===== src/verilog/chess_bus_pkg.sv =====
`default_nettype none

package chess_bus_pkg;

	// ======================================================================
	// bus side and register window
	// ======================================================================

	localparam int DATA_WIDTH   = 32;                 // bus word, also the move ram word
	localparam int REG_WORDS    = 16;                 // window covers addresses 0..15
	localparam int REG_IDX_BITS = $clog2(REG_WORDS);  // low address bits that pick a register

	// register indices inside the window
	localparam int REG_CTRL     = 0;                  // control word
	localparam int REG_BOARD_LO = 2;                  // board bits 31:0
	localparam int REG_BOARD_HI = 9;                  // board bits 255:224
	localparam int BOARD_WORDS  = REG_BOARD_HI - REG_BOARD_LO + 1;

	// ======================================================================
	// move ram map, everything from 16 up is plain ram
	// ======================================================================

	localparam int ADDR_COUNT      = 16;              // number of moves in the list
	localparam int ADDR_FIRST_MOVE = 17;              // list grows upward from here

	// control word in register 0, top bit first
	typedef struct packed {
		logic [23:0] spare;     // free for software, just stored
		logic [2:0]  enp_file;  // file of the en-passant pawn
		logic        lcas;      // left side castle still allowed
		logic        rcas;      // right side castle still allowed
		logic        reserved;  // kept only to hold the bit position
		logic        done;      // hw sets this once the list is in ram
		logic        start;     // rising edge starts a new list
	} ctrl_word_t;

	// board image as words, element 0 is register 2
	// so the flat 256-bit view is {reg 9, ..., reg 2}
	typedef logic [BOARD_WORDS-1:0][DATA_WIDTH-1:0] board_t;

endpackage

`default_nettype wire

===== src/verilog/host_regs.sv =====
`default_nettype none

module host_regs #(
	parameter int ADDR_WIDTH = 13
) (
	input  wire logic                                 clk,
	input  wire logic                                 arst_n,
	// slave bus
	input  wire logic [ADDR_WIDTH-1:0]                address,
	input  wire logic                                 read,
	input  wire logic                                 write,
	input  wire logic [chess_bus_pkg::DATA_WIDTH-1:0] writedata,
	output logic      [chess_bus_pkg::DATA_WIDTH-1:0] readdata,
	// decoded register contents
	output chess_bus_pkg::ctrl_word_t                 ctrl,
	output chess_bus_pkg::board_t                     board,
	output logic                                      start_pulse,
	input  wire logic                                 list_done,
	// move ram side
	output logic                                      ram_we,
	output logic      [ADDR_WIDTH-1:0]                ram_waddr,
	output logic      [chess_bus_pkg::DATA_WIDTH-1:0] ram_wdata,
	output logic      [ADDR_WIDTH-1:0]                ram_raddr,
	input  wire logic [chess_bus_pkg::DATA_WIDTH-1:0] ram_rdata
);
	import chess_bus_pkg::*;

	logic [DATA_WIDTH-1:0]   regs [REG_WORDS];  // the register window
	logic                    in_window;         // address hits 0..15
	logic [REG_IDX_BITS-1:0] reg_idx;
	ctrl_word_t              ctrl_next;
	logic                    start_q;           // start as seen last clock
	logic                    rd_win_q;          // a window read is answered this cycle
	logic                    rd_ram_q;          // a ram read is answered this cycle
	logic [DATA_WIDTH-1:0]   rd_word_q;

	// ======================================================================
	// address decode
	// ======================================================================

	assign in_window = (address >> REG_IDX_BITS) == '0;
	assign reg_idx   = address[REG_IDX_BITS-1:0];

	// anything outside the window goes straight to the ram
	assign ram_we    = write & ~in_window;
	assign ram_waddr = address;
	assign ram_wdata = writedata;
	assign ram_raddr = address;  // ram reads every cycle, result used only after a strobe

	// ======================================================================
	// control word, done bit and start edge
	// ======================================================================

	assign ctrl = ctrl_word_t'(regs[REG_CTRL]);

	always_comb begin
		ctrl_next = ctrl;
		if (write && in_window && reg_idx == REG_IDX_BITS'(REG_CTRL))
			ctrl_next = ctrl_word_t'(writedata);
		if (list_done)
			ctrl_next.done = 1'b1;       // collector finished the list
		if (!ctrl_next.start)
			ctrl_next.done = 1'b0;       // no done without start
	end

	assign start_pulse = ctrl.start & ~start_q;  // high in the clock after the write

	always_ff @(posedge clk or negedge arst_n) begin
		if (!arst_n) begin
			for (int i = 0; i < REG_WORDS; i++)
				regs[i] <= '0;
			start_q  <= 1'b0;
			rd_win_q <= 1'b0;
			rd_ram_q <= 1'b0;
		end else begin
			for (int i = 0; i < REG_WORDS; i++) begin
				if (i != REG_CTRL && write && in_window && reg_idx == REG_IDX_BITS'(i))
					regs[i] <= writedata;
			end
			regs[REG_CTRL] <= ctrl_next;
			start_q        <= ctrl.start;
			rd_win_q       <= read & in_window;
			rd_ram_q       <= read & ~in_window;
		end
	end

	// ======================================================================
	// read path, one clock after the strobe for both regions
	// ======================================================================

	always_ff @(posedge clk) begin
		if (read && in_window)
			rd_word_q <= regs[reg_idx];
	end

	assign readdata = rd_win_q ? rd_word_q : (rd_ram_q ? ram_rdata : '0);

	// board words 2..9 in order, word 2 at the bottom
	always_comb begin
		for (int w = 0; w < BOARD_WORDS; w++)
			board[w] = regs[REG_BOARD_LO + w];
	end

endmodule

`default_nettype wire


===== config.mk =====
export PLATFORM = sky130hd
export DESIGN_NAME = host_regs
export DESIGN_NICKNAME = d
export VERILOG_FILES = /design/src/verilog/chess_bus_pkg.sv /design/src/verilog/host_regs.sv
export SDC_FILE = /design/constraint.sdc
export NUM_CORES = 1
export LEC_CHECK = 0
export BUFFER_PORTS_ARGS = -buffer_cell sky130_fd_sc_hd__buf_2
export CAP_MARGIN = 10
export CORE_MARGIN = 2
export CORE_UTILIZATION = 30
export CTS_CLUSTER_DIAMETER = 30
export DETAILED_ROUTE_END_ITERATION = 6
export SLEW_MARGIN = 20
export SYNTH_ARGS = -nofsm -noshare
export SYNTH_HDL_FRONTEND = slang
export SYNTH_SLANG_ARGS = --single-unit

===== constraint.sdc =====
create_clock -name clk -period 1.89 [get_ports clk]
set_input_delay 0.189 -clock clk [delete_from_list [all_inputs] [get_ports clk]]
set_output_delay 0.189 -clock clk [all_outputs]
set_load 0.02 [all_outputs]

Word-level counts from Yosys, hierarchy flattened
Index checks and enable logic that the tools add are counted.
Widths: inputs -> output; s select.
{ "totals": {"reg_bits": 547, "input_bits": 82, "output_inout_bits": 380, "wordCells": 74} }
{ "classes": {"magnitude_cmp": 1, "eq_ne": 16, "muxes": 8, "n_bitwise": 7, "n_reduce_logical": 20} }
{ "ops": {"columns": ["operator", "count"], "rows": [
  ["$bmux 32 s4", 1],
  ["$mux 32", 4],
  ["$eq 4x4->1 const B", 8],
  ["$logic_and 1x1->1", 18],
  ["$eq 4x3->1 const B", 4],
  ["$logic_not 13->1", 1],
  ["$eq 4x2->1 const B", 2],
  ["$ge 5x5->1 const B", 1],
  ["$not 4->5", 1],
  ["$and 1x1->1", 4],
  ["$eq 4x1->1 const B", 1],
  ["$logic_not 4->1", 1],
  ["$ne 3x2->1 const B", 1],
  ["$mux 1", 2],
  ["$mux 2", 1],
  ["$not 1->1", 2]
]} }

Depth between registers and ports, before layout
Gate-level depths: netlist of run 1.
{ "logic_depth": {"ltp_word": 6, "mapped_depth": 6, "depth_no_buf": 4} }

Least setup slack after synthesis of run 1
Ideal clock, no wire load.
{ "synth_path": {"path_kind": "in2reg", "start": "input port address[5]", "end": "register rd_word_q[0], enable pin", "setup_time_ps": 393, "arrival_ps": 1637, "required_ps": 1497, "path_slack_ps": -140, "cell_stages": 3, "n_path_buf": 0, "path_cell_list": "nor3_1 and3_1 and2_1"} }
{ "synth_between": {"elab_chain_len": 2} }
{ "synth_lines": {"columns": ["item", "line_no", "source"], "rows": [
  ["start: declaration", "host_regs.sv:9", "input wire logic [ADDR_WIDTH-1:0] address,"],
  ["$logic_not 13->1", "host_regs.sv:41", "assign in_window = (address >> REG_IDX_BITS) == '0;"],
  ["$logic_and 1x1->1", "host_regs.sv:92", "if (read && in_window)"],
  ["end signal: assignment", "host_regs.sv:93", "rd_word_q <= regs[reg_idx];"],
  ["end: declaration", "host_regs.sv:35", "logic [DATA_WIDTH-1:0] rd_word_q;"]
]} }
No other way between the ends.
A chain may end at the register's enable or synchronous reset.

Final worst setup path of run 1
{ "layout_path": {"start": "register rd_win_q", "end": "output port readdata[21] (netlist bit)"} }
{ "layout_between": {"elab_chain_len": 1} }
{ "layout_lines": {"columns": ["item", "line_no", "source"], "rows": [
  ["start: declaration", "host_regs.sv:33", "logic rd_win_q;"],
  ["start signal: assignment", "host_regs.sv:82", "rd_win_q <= read & in_window;"],
  ["$mux 32", "host_regs.sv:96", "assign readdata = rd_win_q ? rd_word_q : (rd_ram_q ? ram_rdata : '0);"],
  ["end: declaration", "host_regs.sv:13", "output logic [chess_bus_pkg::DATA_WIDTH-1:0] readdata,"]
]} }
No other way between the ends.

==> flow_metrics.tcl, run 1 <==
set metrics [dict create \
    status "finished with violations" \
    violations "negative setup slack" \
    worst_pin_slew_ns 1.16 \
    dp.cells 3143 \
    crit_path_cell_trace "nor2b_4 > buf_12 > a22o_1 > buf_6" \
    power_density_nw_per_um2 1060 \
    postRouteAntennaNets 0 \
    avgRoutedWirePerCell_um 24.4 \
    grt.total_usage_pct 18.0 \
    cts_buffers 133 \
    synth.avg_cell_area_um2 14.7 \
    critical_path_class "reg -> out" \
    stdcell_count 3427 \
    slew_headroom_pct 22.7 \
    peakVddDrop_mv 0.768 \
    arrival_ns 1.87 \
    netlist_area_um2 27100 \
    routed_via_density 4.92 \
    fin_crit_sh_pct 109 \
    fillerInstances 8272 \
    root_buffer "clkbuf_16" \
    ys_ff_latch 547 \
    syn2layout_area_growth_pct 28.5 \
    gp_congestion 0.775 \
    die_area_um2 92700 \
    post-place-ws_ns -0.438 \
    critPathMaxStageDelay_ns 0.44 \
    initial_core_util_pct 30.2 \
    num_io_pins 462 \
    htree_levels 4 \
    port_buffers 461 \
    drive_gt1_share_pct 65.5 \
    ys_seq_area_share_pct 51.1 \
    setup_ws_ns -0.165 \
    hold_path.class "in -> reg" \
    yosys_warnings 0 \
    rows 110 \
    clock.fmax_ghz 0.487 \
    netlist_instances 1838 \
    wl_um 83700 \
    skew_ns 0.0219 \
    overflow 0 \
    die_width_um 305 \
    grt_max_degree 96 \
    leakage_nw 17.6 \
    dp_hpwl_um 56500 \
    grt_pass1_wl_um 123000 \
    synth.net_count 1920 \
    power.total_mw 36.8 \
    fin_nets 2223 \
    setup_violations 32 \
    clock_latency_ns 0.72 \
    hold_viol_final 0 \
    final_common_cell "dfrtp_1" \
    vias 16846 \
    layout_common_cells "dfrtp_1 (513), mux2_2 (449), buf_2 (427)" \
    die_h_um 305 \
    synth_cell_type_count 28 \
    slowest_stage "dfrtp_2" \
    clkSlewWorstSetupHoldPaths_ns 0.04 \
    cts_buffer_depth 3 \
    core-area_um2 89700 \
    path_max_fanout 16 \
    end_kind "output port" \
    firstDrtPassIters 5 \
    start_kind "flop" \
    cap_violations 0 \
    setup_tns_ns -4.29 \
    cts_tree "yes" \
    drt_iter0_drc 1003 \
    final_max_slew_viol_count 0 \
    finalCriticalPeriod_ns 2.05 \
    antenna_found_initial 4 \
    remaining_drc_errors 0 \
    grt_pass1_vias 18083 \
    crit_required_ns 1.70 \
    clock_sinks 547 \
    rsz0062_at_grt "true" \
]
what timing repair did:
item | in CTS | in global routing
setup buffers | 3 | 0
cloned | 1 | 0
endpoints found under the setup margin | 32 | 32
pin swaps | 0 | 0
hold endpoints to repair | 965 | 0
hold buffers | 35 | 0
resized for setup | 49 | 14
kinds of logic after synthesis:
group | share of synthesized area (%)
AOI/OAI and AO/OA | 2.83
buffers and inverters | 12.1
DFF | 51.1
muxes | 31.9
and+or+nand+nor | 2.05
sequential cells by signal (all words and copies together) (netlist names):
| signal | cells |
|---|---|
| rd_win_q | 1 |
| start_q | 1 |
| rd_word_q | 32 |
| rd_ram_q | 1 |
| ctrl | 32 |
| regs | 224 |
| board | 256 |
critical path: cells and delay by family (launching register included):
family	cells	cell delay, ns
compound gates	1	0.19
buf+inv	2	0.33
flops	1	0.44
simple gates	1	0.18
power breakdown:
part           switching [mW]  internal (mW)
logic                    1.03          0.599
clock network            7.27           16.0
registers              0.0195           11.9
total                    8.33           28.5
final timing paths:
path | start | end | slack (ns) | cells after the start
worst max-delay path | rd_win_q | readdata[21] | -0.16 | 4
worst min-delay path | writedata[31] | board[159] | 0.11 | 2
worst max register to register | board[219] | rd_word_q[27] | 0.17 | 3
worst min register to register | regs[39] | regs[39] | 0.48 | 1
max in group asynchronous | arst_n | regs[467] | 1.21 | 4
min in group asynchronous | arst_n | regs[102] | 0.12 | 3
Yosys cell counts, drive strengths merged:
library cell | count | share of area (%)
buf | 447 | 12
o21ai | 1 | 0.018
clkbuf | 34 | 0.47
a22o | 31 | 1.0
o311a | 1 | 0.037
a22oi | 64 | 1.8
nor3 | 10 | 0.56
nor2 | 3 | 0.042
and3 | 1 | 0.023
nor4 | 8 | 0.51
and2 | 2 | 0.046
nor3b | 1 | 0.028
nor2b | 6 | 0.14
nand2 | 37 | 0.51
mux2 | 511 | 21
mux4 | 128 | 11
edfxtp | 32 | 3.5
nand4 | 2 | 0.10
dfrtp | 515 | 48
nand2b | 4 | 0.092
per-stage QoR:
stage	area (µm²)	hold WS, ns	util, %
6_report	34800	0.112	38.8
4_1_cts	34800	0.0478	38.7
3_5_place_dp	29600	0.114	32.9
3_3_place_gp	29500	0.109	32.8
5_1_grt	34800	0.0821	38.8
2_1_floorplan	27200	-0.107	-
cell type report:
class	instances	area, µm²	share of cell area [%]
Multi-Input combinational cell	810	10100	29.1
Clock inverter	65	852	2.45
Tap cell	1176	1470	4.23
Antenna cell	3	7.51	0.0216
Clock buffer	177	3790	10.9
Timing Repair Buffer	649	4700	13.5
Sequential cell	547	13900	39.8
layer usage:
| metal | share of wire [%] | up-vias | global-route usage (%) |
|---|---|---|---|
| met5 | 0 | - | 0 |
| met4 | 2.5 | 0 | 6.64 |
| met3 | 5.8 | 134 | 4.60 |
| met2 | 51 | 573 | 30.3 |
| met1 | 41 | 9076 | 22.1 |
| li1 | - | 7063 | - |
Power figures use the tool's default switching activity.
==> inputs of run 2 (changes only) <==
- CELL_PAD_IN_SITES_DETAIL_PLACEMENT: not set -> 1
- CELL_PAD_IN_SITES_GLOBAL_PLACEMENT: not set -> 1
- PLACE_DENSITY_LB_ADDON: not set -> 0.1
- SLEW_MARGIN: 20 -> not set
==> run 2 against run 1 <==
- the run still ends with negative setup slack left
- hold slack got worse by 0.037 ns
- critical path depth rose by 1
- setup slack lost 0.038 ns
- non-clock buffer count is 5 lower
- combinational power up 4%
- critical path type unchanged
- highest routed layer unchanged
==> flow_metrics.tcl, run 2 (synthesis results as in run 1) <==
set metrics [dict create \
    die_width_um 305 \
    cts_tree "yes" \
    clock.fmax_ghz 0.478 \
    setup_violations 31 \
    stdcell_count 3456 \
    start_kind "flop" \
    fin_crit_sh_pct 111 \
    dp.cells 3135 \
    drive_gt1_share_pct 65.8 \
    layout_common_cells "dfrtp_1 (513), mux2_2 (449), buf_2 (426)" \
    crit_required_ns 1.70 \
    path_max_fanout 9 \
    num_io_pins 462 \
    drt_iter0_drc 745 \
    remaining_drc_errors 0 \
    wl_um 91800 \
    die_h_um 305 \
    die_area_um2 92700 \
    rsz0062_at_grt "true" \
    cts_buffer_depth 3 \
    peakVddDrop_mv 0.758 \
    clock_sinks 547 \
    grt_pass1_wl_um 135000 \
    worst_pin_slew_ns 1.11 \
    syn2layout_area_growth_pct 31.8 \
    avgRoutedWirePerCell_um 26.6 \
    cap_violations 0 \
    core-area_um2 89700 \
    fillerInstances 9086 \
    power.total_mw 40.4 \
    dp_hpwl_um 60100 \
    grt_pass1_vias 19043 \
    fin_nets 2236 \
    leakage_nw 18.0 \
    final_util_pct 39.8 \
    largest_reg_flops 256 \
    critical_path_class "reg -> out" \
    clkSlewWorstSetupHoldPaths_ns 0.04 \
    initial_core_util_pct 30.2 \
    violations "negative setup slack" \
    postRouteAntennaNets 0 \
    grt_max_degree 76 \
    vias 16779 \
    power_density_nw_per_um2 1130 \
    end_kind "output port" \
    final_max_slew_viol_count 0 \
    antenna_found_initial 0 \
    clock_latency_ns 0.71 \
    root_buffer "clkbuf_16" \
    routed_via_density 4.86 \
    port_buffers 461 \
    placedInstanceArea_um2 29500 \
    arrival_ns 1.90 \
    skew_ns 0.0189 \
    finalCriticalPeriod_ns 2.09 \
    status "finished with violations" \
    cts_buffers 151 \
    fin_area_um2 35700 \
    slew_headroom_pct 26.0 \
    grt.total_usage_pct 20.0 \
    firstDrtPassIters 4 \
    overflow 0 \
    final_common_cell "dfrtp_1" \
    setup_ws_ns -0.203 \
    hold_path.class "in -> reg" \
    hold_viol_final 0 \
    htree_levels 4 \
    gp_congestion 0.732 \
    rows 110 \
    post-place-ws_ns -0.392 \
]
run 2: changes by cell type in the layout (fill, tap and decap cells not counted), moves of 4 or more:
cell	previous run	this run
clkbuf_16	134	154
clkbuf_1	15	21
bufinv_16	14	22
buf_12	50	60
buf_6	24	34
inv_6	9	3
buf_4	108	86
inv_16	6	2
run 2: where the power goes:
part	internal (mW)	switching, mW
combinational	0.610	1.08
clock	19.0	7.83
sequential	11.9	0.0198
run 2: critical path: stages (launching register included):
cell and delay, ns:
dfrtp_2 0.40, nor2b_4 0.14, buf_12 0.14, buf_12 0.15, a22o_1 0.19, buf_4 0.15
run 2: timing repair:
action | in CTS | in global routing
cloned | 2 | 0
hold endpoints to repair | 888 | 0
endpoints found under the setup margin | 32 | 32
gates resized for setup | 52 | 29
pin swaps | 1 | 3
setup buffers | 5 | 1
hold buffers | 35 | 0
run 2: path summary, 6_finish.rpt:
path / start / end / slack, ns / depth (start not counted)
setup / recovery: rd_ram_q / readdata[16] / -0.20 / 5
hold / removal: writedata[20] / board[212] / 0.07 / 2
max in group asynchronous: arst_n / board[161] / 0.51 / 3
hold reg to reg: ctrl[0] / start_q / 0.47 / 0
min in group asynchronous: arst_n / board[2] / 0.21 / 3
setup reg to reg: board[223] / rd_word_q[31] / 0.29 / 4
run 2: metrics by stage:
step	TNS, ns	hold WS [ns]
2_1_floorplan	-3.25	-0.107
3_3_place_gp	-123.42	0.160
5_1_grt	-7.87	0.0477
6_report	-5.44	0.0748
4_1_cts	-7.97	0.00225
3_5_place_dp	-132.87	0.155
run 2: cell type report:
type	count	area (µm²)	share of cell area [%]
Tap cell	1176	1470	4.12
Multi-Input combinational cell	810	10200	28.4
Clock inverter	74	1110	3.10
Antenna cell	1	2.50	0.00701
Clock buffer	204	4330	12.1
Sequential cell	547	13900	38.8
Timing Repair Buffer	644	4790	13.4
run 2: metal layers:
metal  part of all wire (%)  GRT usage (%)
met1                     44           26.1
met2                     48           32.3
met3                    4.7           4.46
met4                    2.9           7.51
met5                      0              0
