<file path="src/verilog/chess_bus_pkg.sv">
`default_nettype none

package chess_bus_pkg;

	// ======================================================================
	// bus side and register window
	// ======================================================================

	localparam int DATA_WIDTH   = 32;                 // bus word, also the move ram word
	localparam int REG_WORDS    = 16;                 // window covers addresses 0..15
	localparam int REG_IDX_BITS = $clog2(REG_WORDS);  // low address bits that pick a register

	// register indices inside the window
	localparam int REG_CTRL     = 0;                  // control word
	localparam int REG_BOARD_LO = 2;                  // board bits 31:0
	localparam int REG_BOARD_HI = 9;                  // board bits 255:224
	localparam int BOARD_WORDS  = REG_BOARD_HI - REG_BOARD_LO + 1;

	// ======================================================================
	// move ram map, everything from 16 up is plain ram
	// ======================================================================

	localparam int ADDR_COUNT      = 16;              // number of moves in the list
	localparam int ADDR_FIRST_MOVE = 17;              // list grows upward from here

	// control word in register 0, top bit first
	typedef struct packed {
		logic [23:0] spare;     // free for software, just stored
		logic [2:0]  enp_file;  // file of the en-passant pawn
		logic        lcas;      // left side castle still allowed
		logic        rcas;      // right side castle still allowed
		logic        reserved;  // kept only to hold the bit position
		logic        done;      // hw sets this once the list is in ram
		logic        start;     // rising edge starts a new list
	} ctrl_word_t;

	// board image as words, element 0 is register 2
	// so the flat 256-bit view is {reg 9, ..., reg 2}
	typedef logic [BOARD_WORDS-1:0][DATA_WIDTH-1:0] board_t;

endpackage

`default_nettype wire
</file>
<file path="src/verilog/chess_move_pkg.sv">
`default_nettype none

package chess_move_pkg;

	// ======================================================================
	// lmg output fifo layout
	// ======================================================================

	localparam int ENTRIES_PER_WORD = 8;              // moves per fifo word
	localparam int ENTRY_BITS       = 19;             // one raw lmg move
	localparam int LMG_WORD_BITS    = 160;            // fifo word width
	localparam int COUNT_BITS       = 8;              // move counter, up to 255 moves
	localparam int ENTRY_IDX_BITS   = $clog2(ENTRIES_PER_WORD);
	localparam int LMG_PAD_BITS     = LMG_WORD_BITS - ENTRIES_PER_WORD * ENTRY_BITS;

	// raw entry as the lmg emits it, top bit first
	typedef struct packed {
		logic       invalid;    // slot carries no move
		logic [5:0] tag;        // piece / move kind tag from the lmg
		logic [2:0] from_file;
		logic [2:0] from_rank;
		logic [2:0] to_file;
		logic [2:0] to_rank;
	} lmg_entry_t;

	// entry k sits at bits 19k +: 19, top 8 bits carry nothing
	typedef struct packed {
		logic [LMG_PAD_BITS-1:0]           pad;
		lmg_entry_t [ENTRIES_PER_WORD-1:0] entry;
	} lmg_word_t;

	// stored move, rank and file swapped per square vs the lmg entry
	typedef struct packed {
		logic [5:0] tag;
		logic [2:0] from_rank;
		logic [2:0] from_file;
		logic [2:0] to_rank;
		logic [2:0] to_file;
	} move_t;

	// one write from the collector into the move ram
	typedef struct packed {
		logic                                 en;
		logic                                 is_count;  // goes to the count word
		logic [COUNT_BITS-1:0]                index;     // move slot, 0 = first move
		logic [chess_bus_pkg::DATA_WIDTH-1:0] data;
	} ram_wr_t;

	typedef enum logic [2:0] {
		IDLE, WAIT_DONE, POP, PREFETCH, SCAN, WRITE_COUNT, WRITE_TERM, FINISHED
	} collect_state_e;

endpackage

`default_nettype wire

</file>
<file path="src/verilog/move_collector.sv">
`default_nettype none

module move_collector (
	input  wire logic                                    clk,
	input  wire logic                                    arst_n,
	input  wire logic                                    start_pulse,
	// lmg side
	output logic                                         lmg_reset,
	output logic                                         lmg_rden,
	input  wire logic                                    lmg_done,
	input  wire logic                                    lmg_fifo_empty,
	input  wire logic [chess_move_pkg::LMG_WORD_BITS-1:0] lmg_fifo_out,
	// move ram and host side
	output chess_move_pkg::ram_wr_t                      coll_wr,
	output logic                                         list_done
);
	import chess_bus_pkg::*;
	import chess_move_pkg::*;

	collect_state_e            state;
	logic [ENTRY_IDX_BITS-1:0] ent_idx;    // entry being scanned in the current word
	logic [COUNT_BITS-1:0]     count;      // moves written so far, also the next slot
	logic                      done_q;     // lmg_done last clock, for the edge
	lmg_word_t                 fifo_word;
	lmg_entry_t                cur;        // entry under the scan pointer
	move_t                     mv;         // cur in stored form

	// ======================================================================
	// entry select and reorder
	// ======================================================================

	assign fifo_word = lmg_word_t'(lmg_fifo_out);
	assign cur       = fifo_word.entry[ent_idx];

	always_comb begin
		mv = '{
			tag:       cur.tag,
			from_rank: cur.from_rank,   // rank and file swap places
			from_file: cur.from_file,
			to_rank:   cur.to_rank,
			to_file:   cur.to_file
		};
	end

	// ======================================================================
	// state machine
	// ======================================================================

	always_ff @(posedge clk or negedge arst_n) begin
		if (!arst_n) begin
			state     <= IDLE;
			ent_idx   <= '0;
			count     <= '0;
			lmg_reset <= 1'b0;
			done_q    <= 1'b0;
		end else begin
			lmg_reset <= start_pulse;   // one pulse per start
			done_q    <= lmg_done;
			if (start_pulse) begin
				// restart from wherever we are
				state <= WAIT_DONE;
				count <= '0;
			end else begin
				case (state)
					WAIT_DONE: begin
						// only a fresh done counts, an old one may linger
						if (lmg_done && !done_q)
							state <= POP;
					end
					POP: state <= PREFETCH;          // rden out this cycle
					PREFETCH: begin
						state   <= SCAN;             // fifo data lands next clock
						ent_idx <= '0;
					end
					SCAN: begin
						if (!cur.invalid)
							count <= count + 1'b1;
						ent_idx <= ent_idx + 1'b1;
						if (ent_idx == ENTRY_IDX_BITS'(ENTRIES_PER_WORD - 1)) begin
							if (lmg_fifo_empty)
								state <= WRITE_COUNT;  // that was the last word
							else
								state <= POP;
						end
					end
					WRITE_COUNT: state <= WRITE_TERM;
					WRITE_TERM:  state <= FINISHED;
					default: ;                       // IDLE and FINISHED wait for start
				endcase
			end
		end
	end

	// ======================================================================
	// outputs, decoded from state
	// ======================================================================

	assign lmg_rden  = (state == POP);
	assign list_done = (state == WRITE_TERM);  // host sets done on the next edge

	always_comb begin
		coll_wr = '0;
		case (state)
			SCAN: begin
				coll_wr.en    = !cur.invalid;     // skip empty slots
				coll_wr.index = count;
				coll_wr.data  = DATA_WIDTH'(mv);
			end
			WRITE_COUNT: begin
				coll_wr.en       = 1'b1;
				coll_wr.is_count = 1'b1;
				coll_wr.data     = DATA_WIDTH'(count);
			end
			WRITE_TERM: begin
				coll_wr.en    = 1'b1;             // zero word right after the last move
				coll_wr.index = count;
			end
			default: ;
		endcase
	end

endmodule

`default_nettype wire

</file>
<file path="config.mk">
export PLATFORM = sky130hd
export DESIGN_NAME = move_collector
export DESIGN_NICKNAME = d
export VERILOG_FILES = /design/src/verilog/chess_bus_pkg.sv /design/src/verilog/chess_move_pkg.sv /design/src/verilog/move_collector.sv
export SDC_FILE = /design/constraint.sdc
export NUM_CORES = 1
export LEC_CHECK = 0
export ABC_AREA = 0
export BUFFER_PORTS_ARGS = -buffer_cell sky130_fd_sc_hd__buf_2
export CAP_MARGIN = 0
export CELL_PAD_IN_SITES_DETAIL_PLACEMENT = 1
export CELL_PAD_IN_SITES_GLOBAL_PLACEMENT = 1
export CORE_ASPECT_RATIO = 1.4
export CORE_MARGIN = 4
export CORE_UTILIZATION = 28
export CTS_CLUSTER_DIAMETER = 150
export CTS_CLUSTER_SIZE = 24
export DETAILED_ROUTE_END_ITERATION = 8
export GPL_ROUTABILITY_DRIVEN = 0
export GPL_TIMING_DRIVEN = 0
export PLACE_DENSITY = 0.94
export SYNTH_ARGS = -nofsm -noshare
export SYNTH_HDL_FRONTEND = slang
export SYNTH_SLANG_ARGS = --single-unit
</file>
<file path="constraint.sdc">
create_clock -name clk -period 3 [get_ports clk]
set_input_delay 0.45 -clock clk [delete_from_list [all_inputs] [get_ports clk]]
set_output_delay 0.45 -clock clk [all_outputs]
set_load 0.05 [all_outputs]
</file>
Word-level counts from Yosys, hierarchy flattened:

Cells that the tools add are included.

* latch bits: 0
* bits in registers: 16
* output and inout port bits: 45
* memories: 0
* input port bits: 165
* logic and storage cells: 45
* RAM bits: 0
* bits in read-only memories: 0

* shift-type cells: 0
* $add $sub $neg: 2
* div/mod/pow operators: 0
* mux-type cells: 15
* reduce and logical (&&, ||, !) cells: 11
* order comparisons: 1
* bitwise logic cells: 1
* equality and inequality tests: 10
* $mul: 0

Operators with widths (number)
* $bmux W19 S3: 1
* $pmux W18 S2: 1
* $mux W8: 4
* $mux W19: 1
* $pmux W3 S6: 1
* $eq A3 B3 Y1 const B: 4
* $mux W3: 4
* $add A8 B1 Y8 const B: 1
* $reduce_bool A7 Y1: 1
* $eq A3 B2 Y1 const B: 2
* $ne A3 B3 Y1 const B: 2
* $pmux W3 S2: 1
* $lt A3 B4 Y1 const B: 1
* $reduce_and A2 Y1: 2
* $reduce_bool A2 Y1: 2
* $reduce_or A2 Y1: 2
* $add A3 B1 Y3 const B: 1
* $eq A3 B1 Y1 const B: 1
* $reduce_and A3 Y1: 1
* $logic_not A1 Y1: 2
* $ne A2 B2 Y1 const B: 1
* $pmux W1 S2: 1
* $logic_and A1 B1 Y1: 1
* $mux W1: 1
* $not A1 Y1: 1

Longest topological paths before layout:

Gate-level depths: netlist (run 1).

* depth after elaboration: 5
* depth in mapped cells: 6
* mapped depth without buffers: 5

Worst setup path after synthesis (run 1):

OpenSTA, ideal clock, no wires.

* kind: register -> output
* start point: register ent_idx[0]
* end point: output port coll_wr[0] (netlist name)
* required time: 2.550 ns
* arrival: 2.226 ns
* stages on the path, launching flop included: 6
* path buffers: 2
* setup slack: 0.324 ns
* path through: dfrtp_1 > buf_2 > buf_2 > mux4_2 > mux2i_1 > o21ai_0

RTL lines
* start: declaration: RTL line move_collector.sv:21 `logic [ENTRY_IDX_BITS-1:0] ent_idx;`
* start signal: assignment: RTL line move_collector.sv:78 `ent_idx <= ent_idx + 1'b1;`
* end: declaration: RTL line move_collector.sv:14 `output chess_move_pkg::ram_wr_t coll_wr,`

==> results.py, run 1 <==
metrics = {
    "place": {
        "placedCellCount": 514,
        "io_buffers": 187,
        "dpl.hpwl_mm": 8.88,
    },
    "clock_network": {
        "clock_latency_ns": 0.25,
        "cts-buffers-inserted": 3,
        "clock-sinks": 16,
        "cts.reportedPaths.clkPinSlew_ns": 0.06,
        "clock_path_buffers": 2,
        "clock-root-buffer": "clkbuf_8",
        "cts_setup_buffers": 0,
        "cts-resized-gates": 0,
        "cts_hold_buf": 0,
        "htree_levels": 1,
        "tritoncts": "done",
    },
    "power_and_ir_drop": {
        "peakVddDrop_uv": 154,
        "p_total_uw": 759,
        "leakagePower_uw": 0.00166,
        "p_per_area_nw_per_um2": 220,
    },
    "synthesis": {
        "async_flop_share_pct": 100,
        "avgSynthCellArea_um2": 10.8,
        "synth_cells": 214,
        "synth_edf_count": 0,
        "post-synth-top-area-fraction_pct": 35.2,
        "synth-warning-count": 0,
        "yosys-top-cells-area": "mux4_2 35%, dfrtp_1 17%, mux2i_1 10%",
        "synth_area_um2": 2300,
        "ys_ff_latch": 16,
        "synth_cell_types": 38,
        "synthFlopType": "dfrtp_1",
        "synth_seq_area_share_pct": 17.4,
        "synth_top_area_cell": "mux4_2",
    },
    "timing": {
        "relSlewSlack_pct": 47.4,
        "skew_ns": 0.00537,
        "period_share_pct": 89.9,
        "tightest_slew_ns": 0.788,
        "setup_viol_count_final": 0,
        "hold_slack_ns": 0.105,
        "setup_tns_ns": 0,
        "maxSlewViolCount": 0,
        "max_freq_ghz": 0.371,
        "layout_min_cycle_time_ns": 2.70,
        "hold_violations": 0,
        "grt_setup_unrepaired": "false",
    },
    "worst_setup_path": {
        "cpMaxStageDelayCell": "mux4_2",
        "max_stage_delay_ns": 0.54,
        "path_common_cell": "buf_2",
        "reg2reg_depth": 5,
        "r2r_slack_ns": 1.11,
        "critical_path.reg2reg.endpoint": "count[7]",
        "critPathRequiredTime_ns": 2.55,
        "path_cells": "buf_2, buf_6, buf_4, mux4_2, mux2i_1, nor2_1, buf_2",
        "crit_path_end": "coll_wr[16]",
        "rr_startpoint": "state[0]",
        "crit_type": "flip-flop to output port",
        "startpoint": "ent_idx[0]",
        "cp_top_family": "buffers and inverters",
        "start_kind": "flip-flop",
        "crit_buf_inv": 4,
        "critical_path_arrival_ns": 2.25,
        "crit_path_end_kind": "output port",
        "cp_num_cells": 7,
        "crit_fanout": 10,
    },
    "global_routing": {
        "grt_pass1_vias": 3054,
        "grt_antenna_before_repair": 0,
        "globalRouteTotalUtil_pct": 19.7,
        "grt.overflow.total": 0,
        "grt_first_pass_wirelength_mm": 15.2,
        "grt_max_degree": 17,
    },
    "die": {
        "die_area_um2": 9760,
        "initial_utilization_pct": 29.2,
        "die_h_um": 115,
        "io_pins": 210,
        "die_x_um": 84.6,
        "fp.coreArea_um2": 7890,
        "rows": 38,
    },
    "routing": {
        "avgRoutedWirePerCell_um": 19.2,
        "viasPerCell": 4.98,
        "drc": 0,
        "firstDrtPassIters": 4,
        "initialDrtViolationCount": 72,
        "vias": 2575,
        "finalWirelength_mm": 9.92,
        "ant_nets": 0,
    },
    "finish": {
        "stdcell_count": 517,
        "antennaDiodeCount": 0,
        "fin_nets": 587,
        "most-common-layout-cells": "192 x buf_2, 36 x mux4_2, 24 x nor2_1, 23 x mux2i_1",
        "final_common_cell": "buf_2",
        "drive_above_1_share_pct": 61.9,
        "area_growth_pct": 50.0,
    },
    "min_path": {
        "hp-class": "input pin to async pin",
    },
    "flow_run": {
        "maxCapViolCount": 0,
    },
    "outcome": {
        "status": "complete, no violations",
    },
}
-- flip-flops by register name, indices dropped and copies added, names as in the netlist --
signal / cells
count: 8
done_q: 1
ent_idx: 3
lmg_reset: 1
state: 3
-- cell families after synthesis --
logic type	after synthesis	synth area share [%]
muxes	62	47.2
buffers and inverters	34	9.08
adders and majority gates	3	1.63
other	1	0.163
and+or+nand+nor	68	15.5
xor gates and xnor gates	5	1.90
DFF	16	17.4
AOI/OAI and AO/OA	25	7.12
-- cell usage after synthesis (2+ instances only) --
library cell and count:
a21oi_1 7, and2_1 9, and3b_1 2, buf_1 2, buf_2 5, buf_4 16
buf_6 2, clkbuf_1 9, dfrtp_1 16, ha_1 3, mux2_4 3, mux2i_1 23
mux4_2 36, nand2_1 10, nand3_1 2, nand3b_1 2, nand4_1 3, nor2_1 24
nor2b_1 7, o21ai_0 10, o22ai_1 2, xnor2_1 5
-- worst reg2reg max path: cells and delay by family, from the launching register on --
kind / cells / cell delay [ns]
muxes: 1 / 0.31
AOI/OAI and AO/OA: 1 / 0.20
and+or+nand+nor: 3 / 0.84
DFF: 1 / 0.42
-- cell type report --
type / instances / area, um2
Buffer: 34 / 209
Clock buffer: 3 / 41.3
Fill cell: 1021 / 4440
Multi-Input combinational cell: 177 / 1740
Sequential cell: 16 / 400
Tap cell: 100 / 125
Timing Repair Buffer: 187 / 936
-- power breakdown --
group	switching [uW]	total, uW	internal [uW]
sequential	5.97	229	223
combinational	190	370	180
clock	70.6	160	88.9
-- stage by stage --
stage / setup slack (ns) / utilization (%) / cell area (um2)
3_3_place_gp: 0.618 / 43.2 / 3410
3_5_place_dp: 0.550 / 43.2 / 3410
2_1_floorplan: 0.324 / - / 2350
4_1_cts: 0.267 / 43.8 / 3450
6_report: 0.304 / 43.8 / 3450
5_1_grt: 0.137 / 43.8 / 3450
-- worst min-delay path by stage --
stage                       from         end  slack, ns
after floorplan           arst_n    count[0]       0.15
after global placement    arst_n      done_q       0.38
after detailed placement  arst_n      done_q       0.38
after CTS                 arst_n      done_q       0.12
after global routing      arst_n  ent_idx[2]       0.13
final                     arst_n      done_q       0.11
-- routing by layer --
| layer | wire [um] | global-route usage [%] |
|---|---|---|
| met4 | 348 | 7.60 |
| met1 | 3460 | 20.7 |
| met3 | 595 | 3.37 |
| met5 | 0 | 0 |
| met2 | 5510 | 38.3 |
(Power assumes the default switching activity.)
==> run 2, diff against run 1 <==
Settings changed: PLACE_DENSITY 0.94 to 0.92.
==> results.py, run 2 (same netlist as run 1, synthesis figures left out) <==
metrics = {
    "power_and_ir_drop": {
        "peakVddDrop_uv": 117,
        "leakagePower_uw": 0.00166,
        "p_per_area_nw_per_um2": 229,
    },
    "timing": {
        "setup_tns_ns": 0,
        "maxSlewViolCount": 0,
        "skew_ns": 0.00143,
        "period_share_pct": 90.7,
        "setup_viol_count_final": 0,
        "tightest_slew_ns": 0.747,
        "layout_min_cycle_time_ns": 2.72,
        "hold_violations": 0,
        "max_freq_ghz": 0.368,
        "relSlewSlack_pct": 50.2,
        "hold_slack_ns": 0.105,
        "grt_setup_unrepaired": "false",
    },
    "place": {
        "dpl.hpwl_mm": 8.72,
        "io_buffers": 187,
    },
    "routing": {
        "initialDrtViolationCount": 106,
        "firstDrtPassIters": 4,
        "vias": 2587,
        "avgRoutedWirePerCell_um": 19.2,
        "drc": 0,
        "ant_nets": 0,
        "viasPerCell": 4.99,
        "finalWirelength_mm": 9.94,
    },
    "worst_setup_path": {
        "startpoint": "ent_idx[0]",
        "r2r_slack_ns": 1.14,
        "crit_type": "flip-flop to output port",
        "crit_path_end_kind": "output port",
        "start_kind": "flip-flop",
        "reg2reg_depth": 5,
        "critPathRequiredTime_ns": 2.55,
        "path_common_cell": "buf_2",
        "rr_startpoint": "state[0]",
        "max_stage_delay_ns": 0.55,
        "cpMaxStageDelayCell": "mux4_2",
        "critical_path_arrival_ns": 2.27,
        "crit_fanout": 10,
        "critical_path.reg2reg.endpoint": "count[7]",
        "path_cells": "buf_2, buf_2, mux4_2, mux2i_1, o21ai_0, buf_2",
    },
    "global_routing": {
        "grt_first_pass_wirelength_mm": 15.2,
        "grtUsageMet3_pct": 4.52,
        "globalRouteMet1Util_pct": 19.9,
        "grt.overflow.total": 0,
        "busiest_layer": "met2",
        "grt_max_degree": 17,
        "grtUsageMet2_pct": 39.3,
        "grt_antenna_before_repair": 0,
        "grt_pass1_vias": 3081,
        "globalRouteTotalUtil_pct": 19.9,
    },
    "clock_network": {
        "tritoncts": "done",
        "cts-buffers-inserted": 3,
        "clock-root-buffer": "clkbuf_8",
        "clock_latency_ns": 0.25,
        "cts_setup_buffers": 0,
        "clock_path_buffers": 2,
        "htree_levels": 1,
        "cts.reportedPaths.clkPinSlew_ns": 0.07,
        "clock-sinks": 16,
        "cts_hold_buf": 0,
        "cts-resized-gates": 0,
    },
    "die": {
        "die_area_um2": 9760,
        "io_pins": 210,
        "die_x_um": 84.6,
        "fp.coreArea_um2": 7890,
        "die_h_um": 115,
        "rows": 38,
        "initial_utilization_pct": 29.2,
    },
    "finish": {
        "fin_nets": 587,
        "area_growth_pct": 50.6,
        "antennaDiodeCount": 0,
        "top_register": "count",
        "largest_reg_flops": 8,
        "fill_cells": 1002,
        "reg_top3": "count: 8 flops, ent_idx: 3 flops, state: 3 flops",
        "final_common_cell": "buf_2",
        "most-common-layout-cells": "192 x buf_2, 36 x mux4_2, 24 x nor2_1, 23 x mux2i_1",
        "drive_above_1_share_pct": 62.0,
    },
    "outcome": {
        "status": "complete, no violations",
    },
    "min_path": {
        "hp-class": "input pin to async pin",
    },
    "flow_run": {
        "maxCapViolCount": 0,
    },
}
-- run 2: worst max path at each step --
stage                 endpoint  cells after the start  slack (ns)
detailed placement  coll_wr[2]                      5        0.51
global route        coll_wr[2]                      6        0.13
global placement    coll_wr[2]                      6        0.63
CTS                 coll_wr[2]                      5        0.25
floorplan           coll_wr[0]                      5        0.32
finish              coll_wr[2]                      6        0.28
-- run 2: layout make-up --
class	instances	area [um2]	share of cell area, %
plain buffers	34	209	6.03
clock buffers	4	55.1	1.59
multi-input cells	177	1740	50.2
flip-flops and latches	16	400	11.5
well taps	100	125	3.61
repair buffers	187	936	27.0
-- run 2: worst max-delay path, delay by kind of cell, from the launching register on --
| kind | cells | cell delay [ns] |
|---|---|---|
| muxes | 2 | 0.74 |
| AOI/OAI and AO/OA | 1 | 0.13 |
| buffers and inverters | 3 | 0.78 |
| DFF | 1 | 0.36 |
-- run 2: metal layers --
metal / share of wire [%] / up-vias
li1: - / 1198
met1: 33 / 1241
met2: 56 / 122
met3: 7.5 / 26
met4: 3.2 / 0
met5: 0 / -
-- run 2: through the flow --
stage / setup WS (ns) / area, um2 / total power (uW) / utilization, % / std cells
floorplan: 0.324 / 2350 / 455 / - / 227
global placement: 0.632 / 3410 / 584 / 43.2 / 514
detailed placement: 0.515 / 3410 / 600 / 43.2 / 514
CTS: 0.249 / 3470 / 795 / 43.9 / 518
global route: 0.126 / 3470 / 837 / 43.9 / 518
finish: 0.279 / 3470 / 796 / 43.9 / 518
-- run 2: where the power goes --
part           internal (uW)  leakage (uW)  switching, uW
Clock                    117     0.0000288           82.7
Combinational            180       0.00142            188
Sequential               223      0.000214           6.10
Total                    519       0.00166            277
